### config.mk
export PLATFORM = sky130hd
export DESIGN_NAME = mem_ctrl
export DESIGN_NICKNAME = d
export VERILOG_FILES = /design/src/hw/mem_ctrl_pkg.sv /design/src/hw/mem_arbiter_fsm.sv /design/src/hw/byte_counter.sv /design/src/hw/read_assembler.sv /design/src/hw/ram_bus_driver.sv /design/src/hw/mem_ctrl.sv
export VERILOG_INCLUDE_DIRS = /design/src /design/src/hw
export SDC_FILE = /design/constraint.sdc
export NUM_CORES = 1
export LEC_CHECK = 0
export BUFFER_PORTS_ARGS = -buffer_cell sky130_fd_sc_hd__clkbuf_2
export CAP_MARGIN = 20
export CORE_MARGIN = 5
export CORE_UTILIZATION = 52
export CTS_BUF_LIST = sky130_fd_sc_hd__clkbuf_4 sky130_fd_sc_hd__clkbuf_8 sky130_fd_sc_hd__clkbuf_16
export DETAILED_ROUTE_END_ITERATION = 7
export HOLD_SLACK_MARGIN = 0.02
export PLACE_DENSITY = 0.85
export SYNTH_ARGS = -nofsm -noshare
export SYNTH_HDL_FRONTEND = slang
export SYNTH_SLANG_ARGS = --single-unit
export TNS_END_PERCENT = 30
### constraint.sdc
create_clock -name clk_in -period 4.9 [get_ports clk_in]
set_clock_uncertainty 0.2 [all_clocks]
set_input_delay 0.735 -clock clk_in [delete_from_list [all_inputs] [get_ports clk_in]]
set_output_delay 0.735 -clock clk_in [all_outputs]
set_load 0.005 [all_outputs]
### src/hw/mem_ctrl_cfg.svh
// widths of the byte-serial memory controller; the extension logic assumes 32-bit words
// over an 8-bit bus
`ifndef MEM_CTRL_CFG_SVH
`define MEM_CTRL_CFG_SVH

// client address and word
`define MEM_ADDR_W 32
`define MEM_DATA_W 32

// external RAM data bus, one byte per bus cycle
`define MEM_BUS_W 8

// I/O space when both bits are set (0x30000 and up)
`define MEM_IO_HI 17
`define MEM_IO_LO 16

`endif

### src/hw/mem_ctrl_pkg.sv
// request and grant types shared by the memory controller blocks
`default_nettype none

`include "mem_ctrl_cfg.svh"

package mem_ctrl_pkg;

    // byte count minus one is derived from these codes
    typedef enum logic [1:0] {
        SIZE_B = 2'd0,
        SIZE_H = 2'd1,
        SIZE_W = 2'd2
    } mem_size_e;

    // data port request, stable while req is high
    typedef struct packed {
        logic [`MEM_ADDR_W-1:0] addr;
        mem_size_e              size;
        logic                   sign;
        logic                   write;
        logic [`MEM_DATA_W-1:0] wdata;
    } mem_req_t;

    typedef enum logic [1:0] {
        GRANT_NONE = 2'd0,
        GRANT_IF   = 2'd1,
        GRANT_D    = 2'd2
    } grant_e;

endpackage

`default_nettype wire

### src/hw/mem_arbiter_fsm.sv
// data port wins over fetch; both use a four-phase req/ack handshake
// the I/O decode looks at the base address only, so an access must not cross into I/O space
`default_nettype none

`include "mem_ctrl_cfg.svh"

module mem_arbiter_fsm (
    input  wire                         clk_in,
    input  wire                         rst_n_i,
    input  wire                         en_i,
    input  wire                         if_req_i,
    input  wire [`MEM_ADDR_W-1:0]       if_addr_i,
    input  wire                         d_req_i,
    input  wire mem_ctrl_pkg::mem_req_t d_cmd_i,
    input  wire                         last_i,
    input  wire                         io_full_i,
    output mem_ctrl_pkg::grant_e        grant_o,
    output mem_ctrl_pkg::mem_req_t      sel_o,
    output logic                        cnt_load_o,
    output logic                        cnt_step_o,
    output logic                        issue_o,
    output logic                        cap_o,
    output logic                        if_ack_o,
    output logic                        d_ack_o
);

    typedef enum logic [1:0] {IDLE, ISSUE, DRAIN, ACK} state_e;

    state_e                 state_q;
    mem_ctrl_pkg::grant_e   grant_q;
    mem_ctrl_pkg::mem_req_t sel_q;
    logic                   cap_q;
    logic                   if_ack_q;
    logic                   d_ack_q;
    logic                   io_hold;
    logic                   owner_req;

    // write byte to a full I/O buffer waits in place
    assign io_hold = sel_q.write & sel_q.addr[`MEM_IO_HI] & sel_q.addr[`MEM_IO_LO] & io_full_i;
    assign owner_req = (grant_q == mem_ctrl_pkg::GRANT_D) ? d_req_i : if_req_i;

    assign issue_o    = (state_q == ISSUE) & ~io_hold;
    assign cnt_load_o = (state_q == IDLE);
    assign cnt_step_o = issue_o & ~last_i;
    assign cap_o      = cap_q;
    assign grant_o    = grant_q;
    assign sel_o      = sel_q;
    assign if_ack_o   = if_ack_q;
    assign d_ack_o    = d_ack_q;

    always_ff @(posedge clk_in) begin
        if (!rst_n_i) begin
            state_q  <= IDLE;
            grant_q  <= mem_ctrl_pkg::GRANT_NONE;
            cap_q    <= 1'b0;
            if_ack_q <= 1'b0;
            d_ack_q  <= 1'b0;
        end else if (en_i) begin
            // read byte arrives one cycle after its address
            cap_q <= issue_o & ~sel_q.write;
            case (state_q)
                IDLE: begin
                    if (d_req_i) begin
                        grant_q <= mem_ctrl_pkg::GRANT_D;
                        state_q <= ISSUE;
                    end else if (if_req_i) begin
                        grant_q <= mem_ctrl_pkg::GRANT_IF;
                        state_q <= ISSUE;
                    end
                end
                ISSUE: begin
                    if (issue_o && last_i) begin
                        state_q <= sel_q.write ? ACK : DRAIN;
                    end
                end
                DRAIN: state_q <= ACK;
                ACK: begin
                    if (grant_q == mem_ctrl_pkg::GRANT_D) begin
                        d_ack_q <= d_req_i;
                    end else begin
                        if_ack_q <= if_req_i;
                    end
                    if (!owner_req) begin
                        state_q <= IDLE;
                        grant_q <= mem_ctrl_pkg::GRANT_NONE;
                    end
                end
                default: state_q <= IDLE;
            endcase
        end
    end

    // fetch becomes an unsigned word read
    always_ff @(posedge clk_in) begin
        if (en_i && state_q == IDLE) begin
            if (d_req_i) begin
                sel_q <= d_cmd_i;
            end else if (if_req_i) begin
                sel_q.addr  <= if_addr_i;
                sel_q.size  <= mem_ctrl_pkg::SIZE_W;
                sel_q.sign  <= 1'b0;
                sel_q.write <= 1'b0;
                sel_q.wdata <= '0;
            end
        end
    end

endmodule

`default_nettype wire

### src/hw/byte_counter.sv
// byte index of the current access; while paused it shows the previous step again
`default_nettype none

module byte_counter (
    input  wire                          clk_in,
    input  wire                          rst_n_i,
    input  wire                          en_i,
    input  wire                          load_i,
    input  wire                          step_i,
    input  wire mem_ctrl_pkg::mem_size_e size_i,
    output logic [1:0]                   idx_o,
    output logic                         last_o
);

    logic [1:0] idx_q;
    logic [1:0] prev_q;
    logic [1:0] top;

    // N-1: byte 0, half 1, word 3
    assign top    = {size_i[1], size_i[1] | size_i[0]};
    assign last_o = (idx_q == top);

    // paused RAM keeps re-reading the byte the assembler still owes a capture
    assign idx_o = en_i ? idx_q : prev_q;

    always_ff @(posedge clk_in) begin
        if (!rst_n_i) begin
            idx_q  <= 2'd0;
            prev_q <= 2'd0;
        end else if (en_i) begin
            prev_q <= idx_q;
            if (load_i) begin
                idx_q <= 2'd0;
            end else if (step_i) begin
                idx_q <= idx_q + 2'd1;
            end
        end
    end

endmodule

`default_nettype wire

### src/hw/read_assembler.sv
// little-endian byte capture; the word output is only updated by the top byte of an access
`default_nettype none

`include "mem_ctrl_cfg.svh"

module read_assembler (
    input  wire                          clk_in,
    input  wire                          rst_n_i,
    input  wire                          en_i,
    input  wire                          cap_i,
    input  wire [1:0]                    idx_i,
    input  wire mem_ctrl_pkg::mem_size_e size_i,
    input  wire                          sign_i,
    input  wire [`MEM_BUS_W-1:0]         byte_i,
    output logic [`MEM_DATA_W-1:0]       word_o
);

    logic [1:0]             idx_d;
    logic [1:0]             top;
    logic [`MEM_DATA_W-1:0] buf_q;
    logic [`MEM_DATA_W-1:0] word_q;
    logic [`MEM_DATA_W-1:0] merged;
    logic [`MEM_DATA_W-1:0] ext;

    assign top    = {size_i[1], size_i[1] | size_i[0]};
    assign word_o = word_q;

    always_comb begin
        merged = buf_q;
        merged[idx_d*`MEM_BUS_W +: `MEM_BUS_W] = byte_i;
    end

    always_comb begin
        case (size_i)
            mem_ctrl_pkg::SIZE_B: ext = {{(`MEM_DATA_W-`MEM_BUS_W){sign_i & merged[`MEM_BUS_W-1]}},
                                         merged[`MEM_BUS_W-1:0]};
            mem_ctrl_pkg::SIZE_H: ext = {{(`MEM_DATA_W-2*`MEM_BUS_W){sign_i & merged[2*`MEM_BUS_W-1]}},
                                         merged[2*`MEM_BUS_W-1:0]};
            default:              ext = merged;
        endcase
    end

    // lane of the byte now on the bus, one cycle behind the issue
    always_ff @(posedge clk_in) begin
        if (!rst_n_i) begin
            idx_d <= 2'd0;
        end else if (en_i) begin
            idx_d <= idx_i;
        end
    end

    always_ff @(posedge clk_in) begin
        if (en_i && cap_i) begin
            buf_q <= merged;
            if (idx_d == top) begin
                word_q <= ext;
            end
        end
    end

endmodule

`default_nettype wire

### src/hw/ram_bus_driver.sv
// combinational drive of the 8-bit RAM bus for the current byte step
`default_nettype none

`include "mem_ctrl_cfg.svh"

module ram_bus_driver (
    input  wire                         en_i,
    input  wire                         issue_i,
    input  wire mem_ctrl_pkg::mem_req_t req_i,
    input  wire [1:0]                   idx_i,
    output logic [`MEM_ADDR_W-1:0]      mem_a_o,
    output logic [`MEM_BUS_W-1:0]       mem_dout_o,
    output logic                        mem_wr_o
);

    // byte address walks up from the request address
    assign mem_a_o = req_i.addr + `MEM_ADDR_W'(idx_i);

    // little-endian lane of the write data
    assign mem_dout_o = req_i.wdata[idx_i*`MEM_BUS_W +: `MEM_BUS_W];

    // no strobe while paused or while an I/O byte waits
    assign mem_wr_o = en_i & issue_i & req_i.write;

endmodule

`default_nettype wire

### src/hw/mem_ctrl.sv
// byte-serial RAM controller for fetch and data clients; rdy_i low pauses everything
// read data on either port is valid only while that port's ack is high
`default_nettype none

`include "mem_ctrl_cfg.svh"

module mem_ctrl (
    input  wire                         clk_in,
    input  wire                         rst_n_i,
    input  wire                         rdy_i,
    input  wire [`MEM_BUS_W-1:0]        mem_din_i,
    output logic [`MEM_BUS_W-1:0]       mem_dout_o,
    output logic [`MEM_ADDR_W-1:0]      mem_a_o,
    output logic                        mem_wr_o,
    input  wire                         io_buffer_full_i,
    input  wire                         if_req_i,
    input  wire [`MEM_ADDR_W-1:0]       if_addr_i,
    output logic                        if_ack_o,
    output logic [`MEM_DATA_W-1:0]      if_rdata_o,
    input  wire                         d_req_i,
    input  wire mem_ctrl_pkg::mem_req_t d_cmd_i,
    output logic                        d_ack_o,
    output logic [`MEM_DATA_W-1:0]      d_rdata_o
);

    mem_ctrl_pkg::mem_req_t sel;
    logic                   cnt_load;
    logic                   cnt_step;
    logic                   issue;
    logic                   cap;
    logic                   last;
    logic [1:0]             idx;
    logic [`MEM_DATA_W-1:0] word;

    mem_arbiter_fsm u_fsm (
        .clk_in     (clk_in),
        .rst_n_i    (rst_n_i),
        .en_i       (rdy_i),
        .if_req_i   (if_req_i),
        .if_addr_i  (if_addr_i),
        .d_req_i    (d_req_i),
        .d_cmd_i    (d_cmd_i),
        .last_i     (last),
        .io_full_i  (io_buffer_full_i),
        .grant_o    (),
        .sel_o      (sel),
        .cnt_load_o (cnt_load),
        .cnt_step_o (cnt_step),
        .issue_o    (issue),
        .cap_o      (cap),
        .if_ack_o   (if_ack_o),
        .d_ack_o    (d_ack_o)
    );

    byte_counter u_cnt (
        .clk_in  (clk_in),
        .rst_n_i (rst_n_i),
        .en_i    (rdy_i),
        .load_i  (cnt_load),
        .step_i  (cnt_step),
        .size_i  (sel.size),
        .idx_o   (idx),
        .last_o  (last)
    );

    read_assembler u_rasm (
        .clk_in  (clk_in),
        .rst_n_i (rst_n_i),
        .en_i    (rdy_i),
        .cap_i   (cap),
        .idx_i   (idx),
        .size_i  (sel.size),
        .sign_i  (sel.sign),
        .byte_i  (mem_din_i),
        .word_o  (word)
    );

    ram_bus_driver u_bus (
        .en_i       (rdy_i),
        .issue_i    (issue),
        .req_i      (sel),
        .idx_i      (idx),
        .mem_a_o    (mem_a_o),
        .mem_dout_o (mem_dout_o),
        .mem_wr_o   (mem_wr_o)
    );

    assign if_rdata_o = word;
    assign d_rdata_o  = word;

endmodule

`default_nettype wire

**After elaboration in Yosys (flattened, before gate mapping)**

Index checks and enable logic that the tools add are counted.
W data, S select, Z words.

- Input port bits: 114
- Logic and storage cells: 77
- Flip-flop bits (word level): 145
- Output and inout bits: 107

- Add/sub/neg operators: 3
- Muxes and demuxes: 16
- Bitwise operators: 15
- Equal/unequal tests: 10
- Shift-type cells: 3
- Reductions and logical operators: 15

Operators with widths:

| cell | count |
|---|---|
| $mux W68 | 2 |
| $pmux W32 S2 | 1 |
| $neg A5 Y34 | 1 |
| $shift A8 B34 Y32 const A | 1 |
| $shiftx A8 B34 Y32 | 1 |
| $add A32 B2 Y32 | 1 |
| $bwmux W32 | 1 |
| $shiftx A32 B6 Y8 | 1 |
| $mux W2 | 8 |
| $and A1 B1 Y1 | 10 |
| $pmux W2 S4 | 1 |
| $reduce_and A4 Y1 | 2 |
| $eq A2 B2 Y1 const B | 3 |
| $reduce_and A2 Y1 | 3 |
| $reduce_and A3 Y1 | 2 |
| $reduce_bool A2 Y1 | 3 |
| $eq A2 B1 Y1 const B | 2 |
| $eq A2 B2 Y1 | 2 |
| $logic_not A2 Y1 | 2 |
| $ne A2 B2 Y1 const B | 2 |
| $not A1 Y1 | 4 |
| $pmux W2 S2 | 1 |
| $logic_and A1 B1 Y1 | 3 |
| $ne A3 B3 Y1 const B | 1 |
| 3 further kinds | 4 |

**Depth between registers and ports, before layout**

- Depth after elaboration: 8
- Mapped depth: 12

**Cells and area by module**

A second synthesis with hierarchy kept.

- Cell total of the unflattened synthesis: 566
- Area, all modules: 7,350.8 µm²

By module, submodules not included:

| module | area each (µm²) | cells each | sequential area each (µm²) | instances |
|---|---|---|---|---|
| mem_arbiter_fsm | 3,111.7 | 197 | 2,182.1 | 1 |
| read_assembler | 2,910.3 | 211 | 1,961.9 | 1 |
| ram_bus_driver | 890.9 | 103 | 0.0 | 1 |
| mem_ctrl | 240.2 | 32 | 0.0 | 1 |
| byte_counter | 197.7 | 23 | 80.1 | 1 |

**Least setup slack after synthesis**

Ideal clock, no wire load.

- Path kind: input-to-reg
- Start point: in d_req_i
- End point: reg u_fsm.sel_q (netlist bit u_fsm.sel_o[0]) (enable)
- Path buffers: 1
- Setup slack: 285 ps
- Stages on the path: 3
- Arrival time: 3,921 ps
- Cell sequence: clkbuf_1 nor2_1 nor2_1

- Word-level cells in the longest chain between the ends: 2

Ends and longest elaborated chain:

| item | line | source |
|---|---|---|
| start: declaration | mem_ctrl.sv:20 | `input wire d_req_i,` |
| $reduce_bool A2 Y1 (no source line) | n/a |  |
| $reduce_and A2 Y1 (no source line) | n/a |  |
| end signal: assignment | mem_arbiter_fsm.sv:97 | `sel_q <= d_cmd_i;` |
| end: declaration | mem_arbiter_fsm.sv:31 | `mem_ctrl_pkg::mem_req_t sel_q;` |

No other way between the ends.
A chain may end at the register's enable or synchronous reset.

**Worst setup path after layout**

- Start point: in rdy_i
- End point: out mem_a_o[31]

- Word-level cells in the longest chain between the ends: 2

Ends and longest elaborated chain:

| item | line | source |
|---|---|---|
| start: declaration | mem_ctrl.sv:10 | `input wire rdy_i,` |
| $mux W2 | byte_counter.sv:24 | `assign idx_o = en_i ? idx_q : prev_q;` |
| net idx[1] | mem_ctrl.sv:32 | `logic [1:0] idx;` |
| $add A32 B2 Y32 | ram_bus_driver.sv:17 | `` assign mem_a_o = req_i.addr + `MEM_ADDR_W'(idx_i); `` |
| end: declaration | mem_ctrl.sv:13 | `` output logic [`MEM_ADDR_W-1:0] mem_a_o, `` |

The timed path passes the listed nets, and every way through them passes these cells.

==> out/metrics.csv <==
stage,metric,value,unit
die,site row count,43,
synth,ranking of synthesized cells by area,"edfxtp_1 (55%), mux2_2 (5.0%), nand2_1 (4.4%)",
setup_path,most used cell along the critical path,clkbuf_2,
synth,ys async rst share,0,
synth,post-synth cell types,48,
global_route,total global-route track usage,0.1995,
setup_path,CP Capture Type,primary output,
cells_and_area,nets,934,
clock_network,post-CTS sizing,0,
cells_and_area,number of fill cells in the layout,1019,
setup_path,Worst R2R Setup Slack,2.03,ns
synth,mapped cell area,0.007207,mm²
route,via/cell ratio,5.228,
power,Clk network pwr share,0.427,
die,Ports,221,
timing,Tcrit/Tclk final,0.8692,
synth,Post-synth EDFFs,132,
die,initial cell density of the core,0.5253,
cells_and_area,# diodes,0,
setup_path,Critical path buffers and inverters,4,
synth,largest family of logic cells by synthesized area,simple AND/OR/NAND/NOR gates,
run_status,status,"complete, no violations",
setup_path,critical register-to-register path startpoint,u_rasm.idx_d[0]$_SDFFE_PN0P_,
synth,Gate Count Post-Synth,617,
synth,syn_area_per_cell,11.68,µm²
clock_network,CTS tree,done,
setup_path,slowest cell on the critical path,nor3b_4,
timing,Final min period,4.259,ns
timing,fin. max-slew vios,0,
power,Worst VDD drop,248.3,µV
timing,endpoints failing setup,0,
timing,fmax,0.2348,GHz
timing,setup total negative slack,0,ns
placement,Post-DP HPWL,11800,µm
clock_network,"Hold-fix buffers, CTS",0,
route,Initial DRC Count,363,
synth,post-synthesis adder-cell area fraction,0.02014,
clock_network,total CTS buffers,17,
synth,warning count from the yosys run,0,
timing,RSZ-0062 raised after global routing,false,
setup_path,CP Cell Sequence,clkbuf_2 > mux2i_1 > buf_4 > clkinv_1 > ha_1 > a21o_1 > nor3b_4 > and3_1 > nand4_1 > xnor2_1 > clkbuf_2,
setup_path,CP max FO,13,
cells_and_area,Non-Filler Instances,1000,
setup_path,CP startpoint kind,primary input,
placement,port bufs,220,
synth,"area leader, netlist",edfxtp_1,
min_path,Hold Crit Class,reg2reg,
die,DIE WIDTH,127.7,µm
clock_network,htree depth,4,
cells_and_area,Layout area overhead,22.85,%
global_route,number of global-route vias before repair,5303,
synth,#FFs+latches synth,145,
timing,Slew headroom,0.3787,
setup_path,Critical Path Max Stage Delay,0.43,ns
synth,main flop type after synthesis,edfxtp_1,
timing,final hold violations,0,
setup_path,CP arrival,3.32,ns
placement,gpl congestion,0.8502,
power,PwrDens,347.9,mW/mm²
clock_network,Max clock buf depth,2,
route,Met1 Wirelength,6213,µm
die,Die Span Y,127.7,µm
cells_and_area,final core occ,0.6453,
synth,Synth Area in Simple Gates,0.1540,
route,met3 wire len,1484,µm
synth,share of the yosys chip area belonging to registers,0.5861,
clock_network,Clock transition at path regs,0.05,ns
route,routed len/inst,16.25,µm
power,Net Sw Power,652.3,µW
global_route,global-route congestion overflow total,0,
route,final wirelength,16250,µm
route,Routed Antenna Nets,0,
clock_network,worst-skew pair later-pin latency,0.42,ns
placement,Inst Count DP,970,
setup_path,critical path type,in2out,
synth,post-synthesis compound-gate area fraction,0.07118,
clock_network,Post-CTS Setup Inserts,0,
route,# DRC,0,
synth,syn_nets,742,
route,routed wl met2,8069,µm
power,total power draw,3080,µW
clock_network,clock sink total,145,
route,DR pass1 iterations,4,
setup_path,"Req. time, crit path",3.96,ns
global_route,largest net degree at the start of global routing,73,
synth,top-area cell type share of the netlist area,0.5500,
cells_and_area,share of layout cells above drive strength 1,0.3598,
run,Max Cap Viol,0,
timing,Worst-Margin Slew,0.9319,ns
setup_path,Crit path depth,11,
setup_path,Worst setup startpoint,rdy_i,
global_route,initial antenna violation count,0,
global_route,first-pass GRT wire length,25460,µm
clock_network,CTS root buf,clkbuf_16,
setup_path,worst r2r path cells,7,
power,Internal,2427,µW
synth,xor-xnor portion of the synthesized cell area,0.04010,
power,Comb power frac,0.093,
setup_path,Reg2Reg Capture Point,u_rasm.word_o[27]$_DFFE_PP_,
die,CORE AREA,0.01372,mm²
power,sequential power share,0.480,
power,Pleak,0.003838,µW
setup_path,CP Capture Point,mem_a_o[31],
setup_path,"delay-heaviest family, CP",simple AND/OR/NAND/NOR gates,
route,highest metal used,met4,
power,switching share of power,0.2118,
die,die area,0.01631,mm²
synth,multiplexer share of the synthesized area,0.05694,
route,via count,5228,
per-layer routing:
metal	track usage	vias up
li1	-	2502
met1	0.2246	2458
met2	0.3413	232
met3	0.06958	36
met4	0.09051	0
met5	0	-
layout by cell type (no fill, tap or decap), drive strengths merged, types with 5 or more instances in the layout:
cell type	instances
a21o	17
a31oi	8
and2	40
and3	18
buf	7
clkbuf	241
clkinv	7
dfxtp	13
edfxtp	132
ha	10
inv	46
mux2	32
mux2i	5
nand2	84
nand2b	5
nand3	17
nand4	10
nor2	9
nor2b	8
nor3	6
o21ai	41
xnor2	26
xor2	7
tightest hold or removal path: stages (launching register included):
cell      delay, ns
dfxtp_1        0.31
nand2b_1       0.06
a21boi_0       0.06
cells by family (layout without fill, tap and decap cells):
family,count (synthesis),in the layout
adder cells (fa/ha/maj),11,11
AND/OR/NAND/NOR,208,208
buffers and inverters,102,305
multiplexers,37,37
flip-flops,145,145
AO/OA/AOI/OAI,81,81
XOR/XNOR,33,33
state kept, by name, indices dropped and copies added, names as in the netlist:
register        count
u_fsm.sel_o        68
u_rasm.buf_q       32
u_rasm.word_o      32
u_cnt.idx_q         2
u_cnt.prev_q        2
u_fsm.grant_o       2
u_fsm.state_q       2
u_rasm.idx_d        2
u_fsm.cap_o         1
u_fsm.d_ack_o       1
u_fsm.if_ack_o      1
per-stage QoR:
step                hold slack (ns)  instance area, µm²  setup slack (ns)
floorplan                    0.2493                7207            0.2850
global placement             0.2601                8258            0.7330
detailed placement           0.2760                8258            0.6768
CTS                          0.2842                8853            0.6459
global route                 0.3022                8853            0.4021
finish                       0.2772                8853            0.6410
how the worst min path moves through the flow:
stage                             startpoint                  endpoint  slack, ns  depth (start not counted)
detailed placement  u_fsm.cap_o$_SDFFE_PN0P_  u_fsm.cap_o$_SDFFE_PN0P_       0.28                          2
global route        u_fsm.cap_o$_SDFFE_PN0P_  u_fsm.cap_o$_SDFFE_PN0P_       0.30                          2
global placement    u_fsm.cap_o$_SDFFE_PN0P_  u_fsm.cap_o$_SDFFE_PN0P_       0.26                          2
floorplan           u_fsm.cap_o$_SDFFE_PN0P_  u_fsm.cap_o$_SDFFE_PN0P_       0.25                          2
CTS                 u_fsm.cap_o$_SDFFE_PN0P_  u_fsm.cap_o$_SDFFE_PN0P_       0.28                          2
finish              u_fsm.cap_o$_SDFFE_PN0P_  u_fsm.cap_o$_SDFFE_PN0P_       0.28                          2
power by group through the flow:
stage / Combinational [µW] / Clock [µW] / Sequential [µW]
2_1_floorplan: 168 / 0 / 1490
3_3_place_gp: 278 / 0 / 1500
3_5_place_dp: 285 / 0 / 1500
4_1_cts: 289 / 1340 / 1480
5_1_grt: 318 / 1370 / 1480
6_report: 285 / 1320 / 1480
layout make-up:
| class | count | area (µm²) | area share |
|---|---|---|---|
| Tap cell | 180 | 225.2 | 0.02544 |
| Inverter | 48 | 180.2 | 0.02035 |
| Timing Repair Buffer | 227 | 1154 | 0.1303 |
| Clock buffer | 21 | 455.4 | 0.05144 |
| Clock inverter | 9 | 140.1 | 0.01583 |
| Sequential cell | 145 | 4224 | 0.4771 |
| Multi-Input combinational cell | 370 | 2475 | 0.2795 |
cell usage after synthesis, types with 2 or more instances:
master    instances
edfxtp_1        132
nand2_1          84
inv_1            46
and2_1           40
o21ai_0          40
buf_4            32
mux2_2           32
xnor2_1          26
and3_1           18
a21o_1           17
nand3_1          17
clkbuf_1         14
dfxtp_1          13
ha_1             10
nand4_1           9
nor2_1            9
a31oi_1           8
nor2b_1           8
xor2_1            7
mux2i_1           5
nand2b_1          5
nor3_1            5
a21boi_0          4
buf_2             4
o21a_1            4
buf_1             3
and4_1            2
clkinv_1          2
nand3b_1          2
Note: power is estimated with default switching activity, not from simulation.
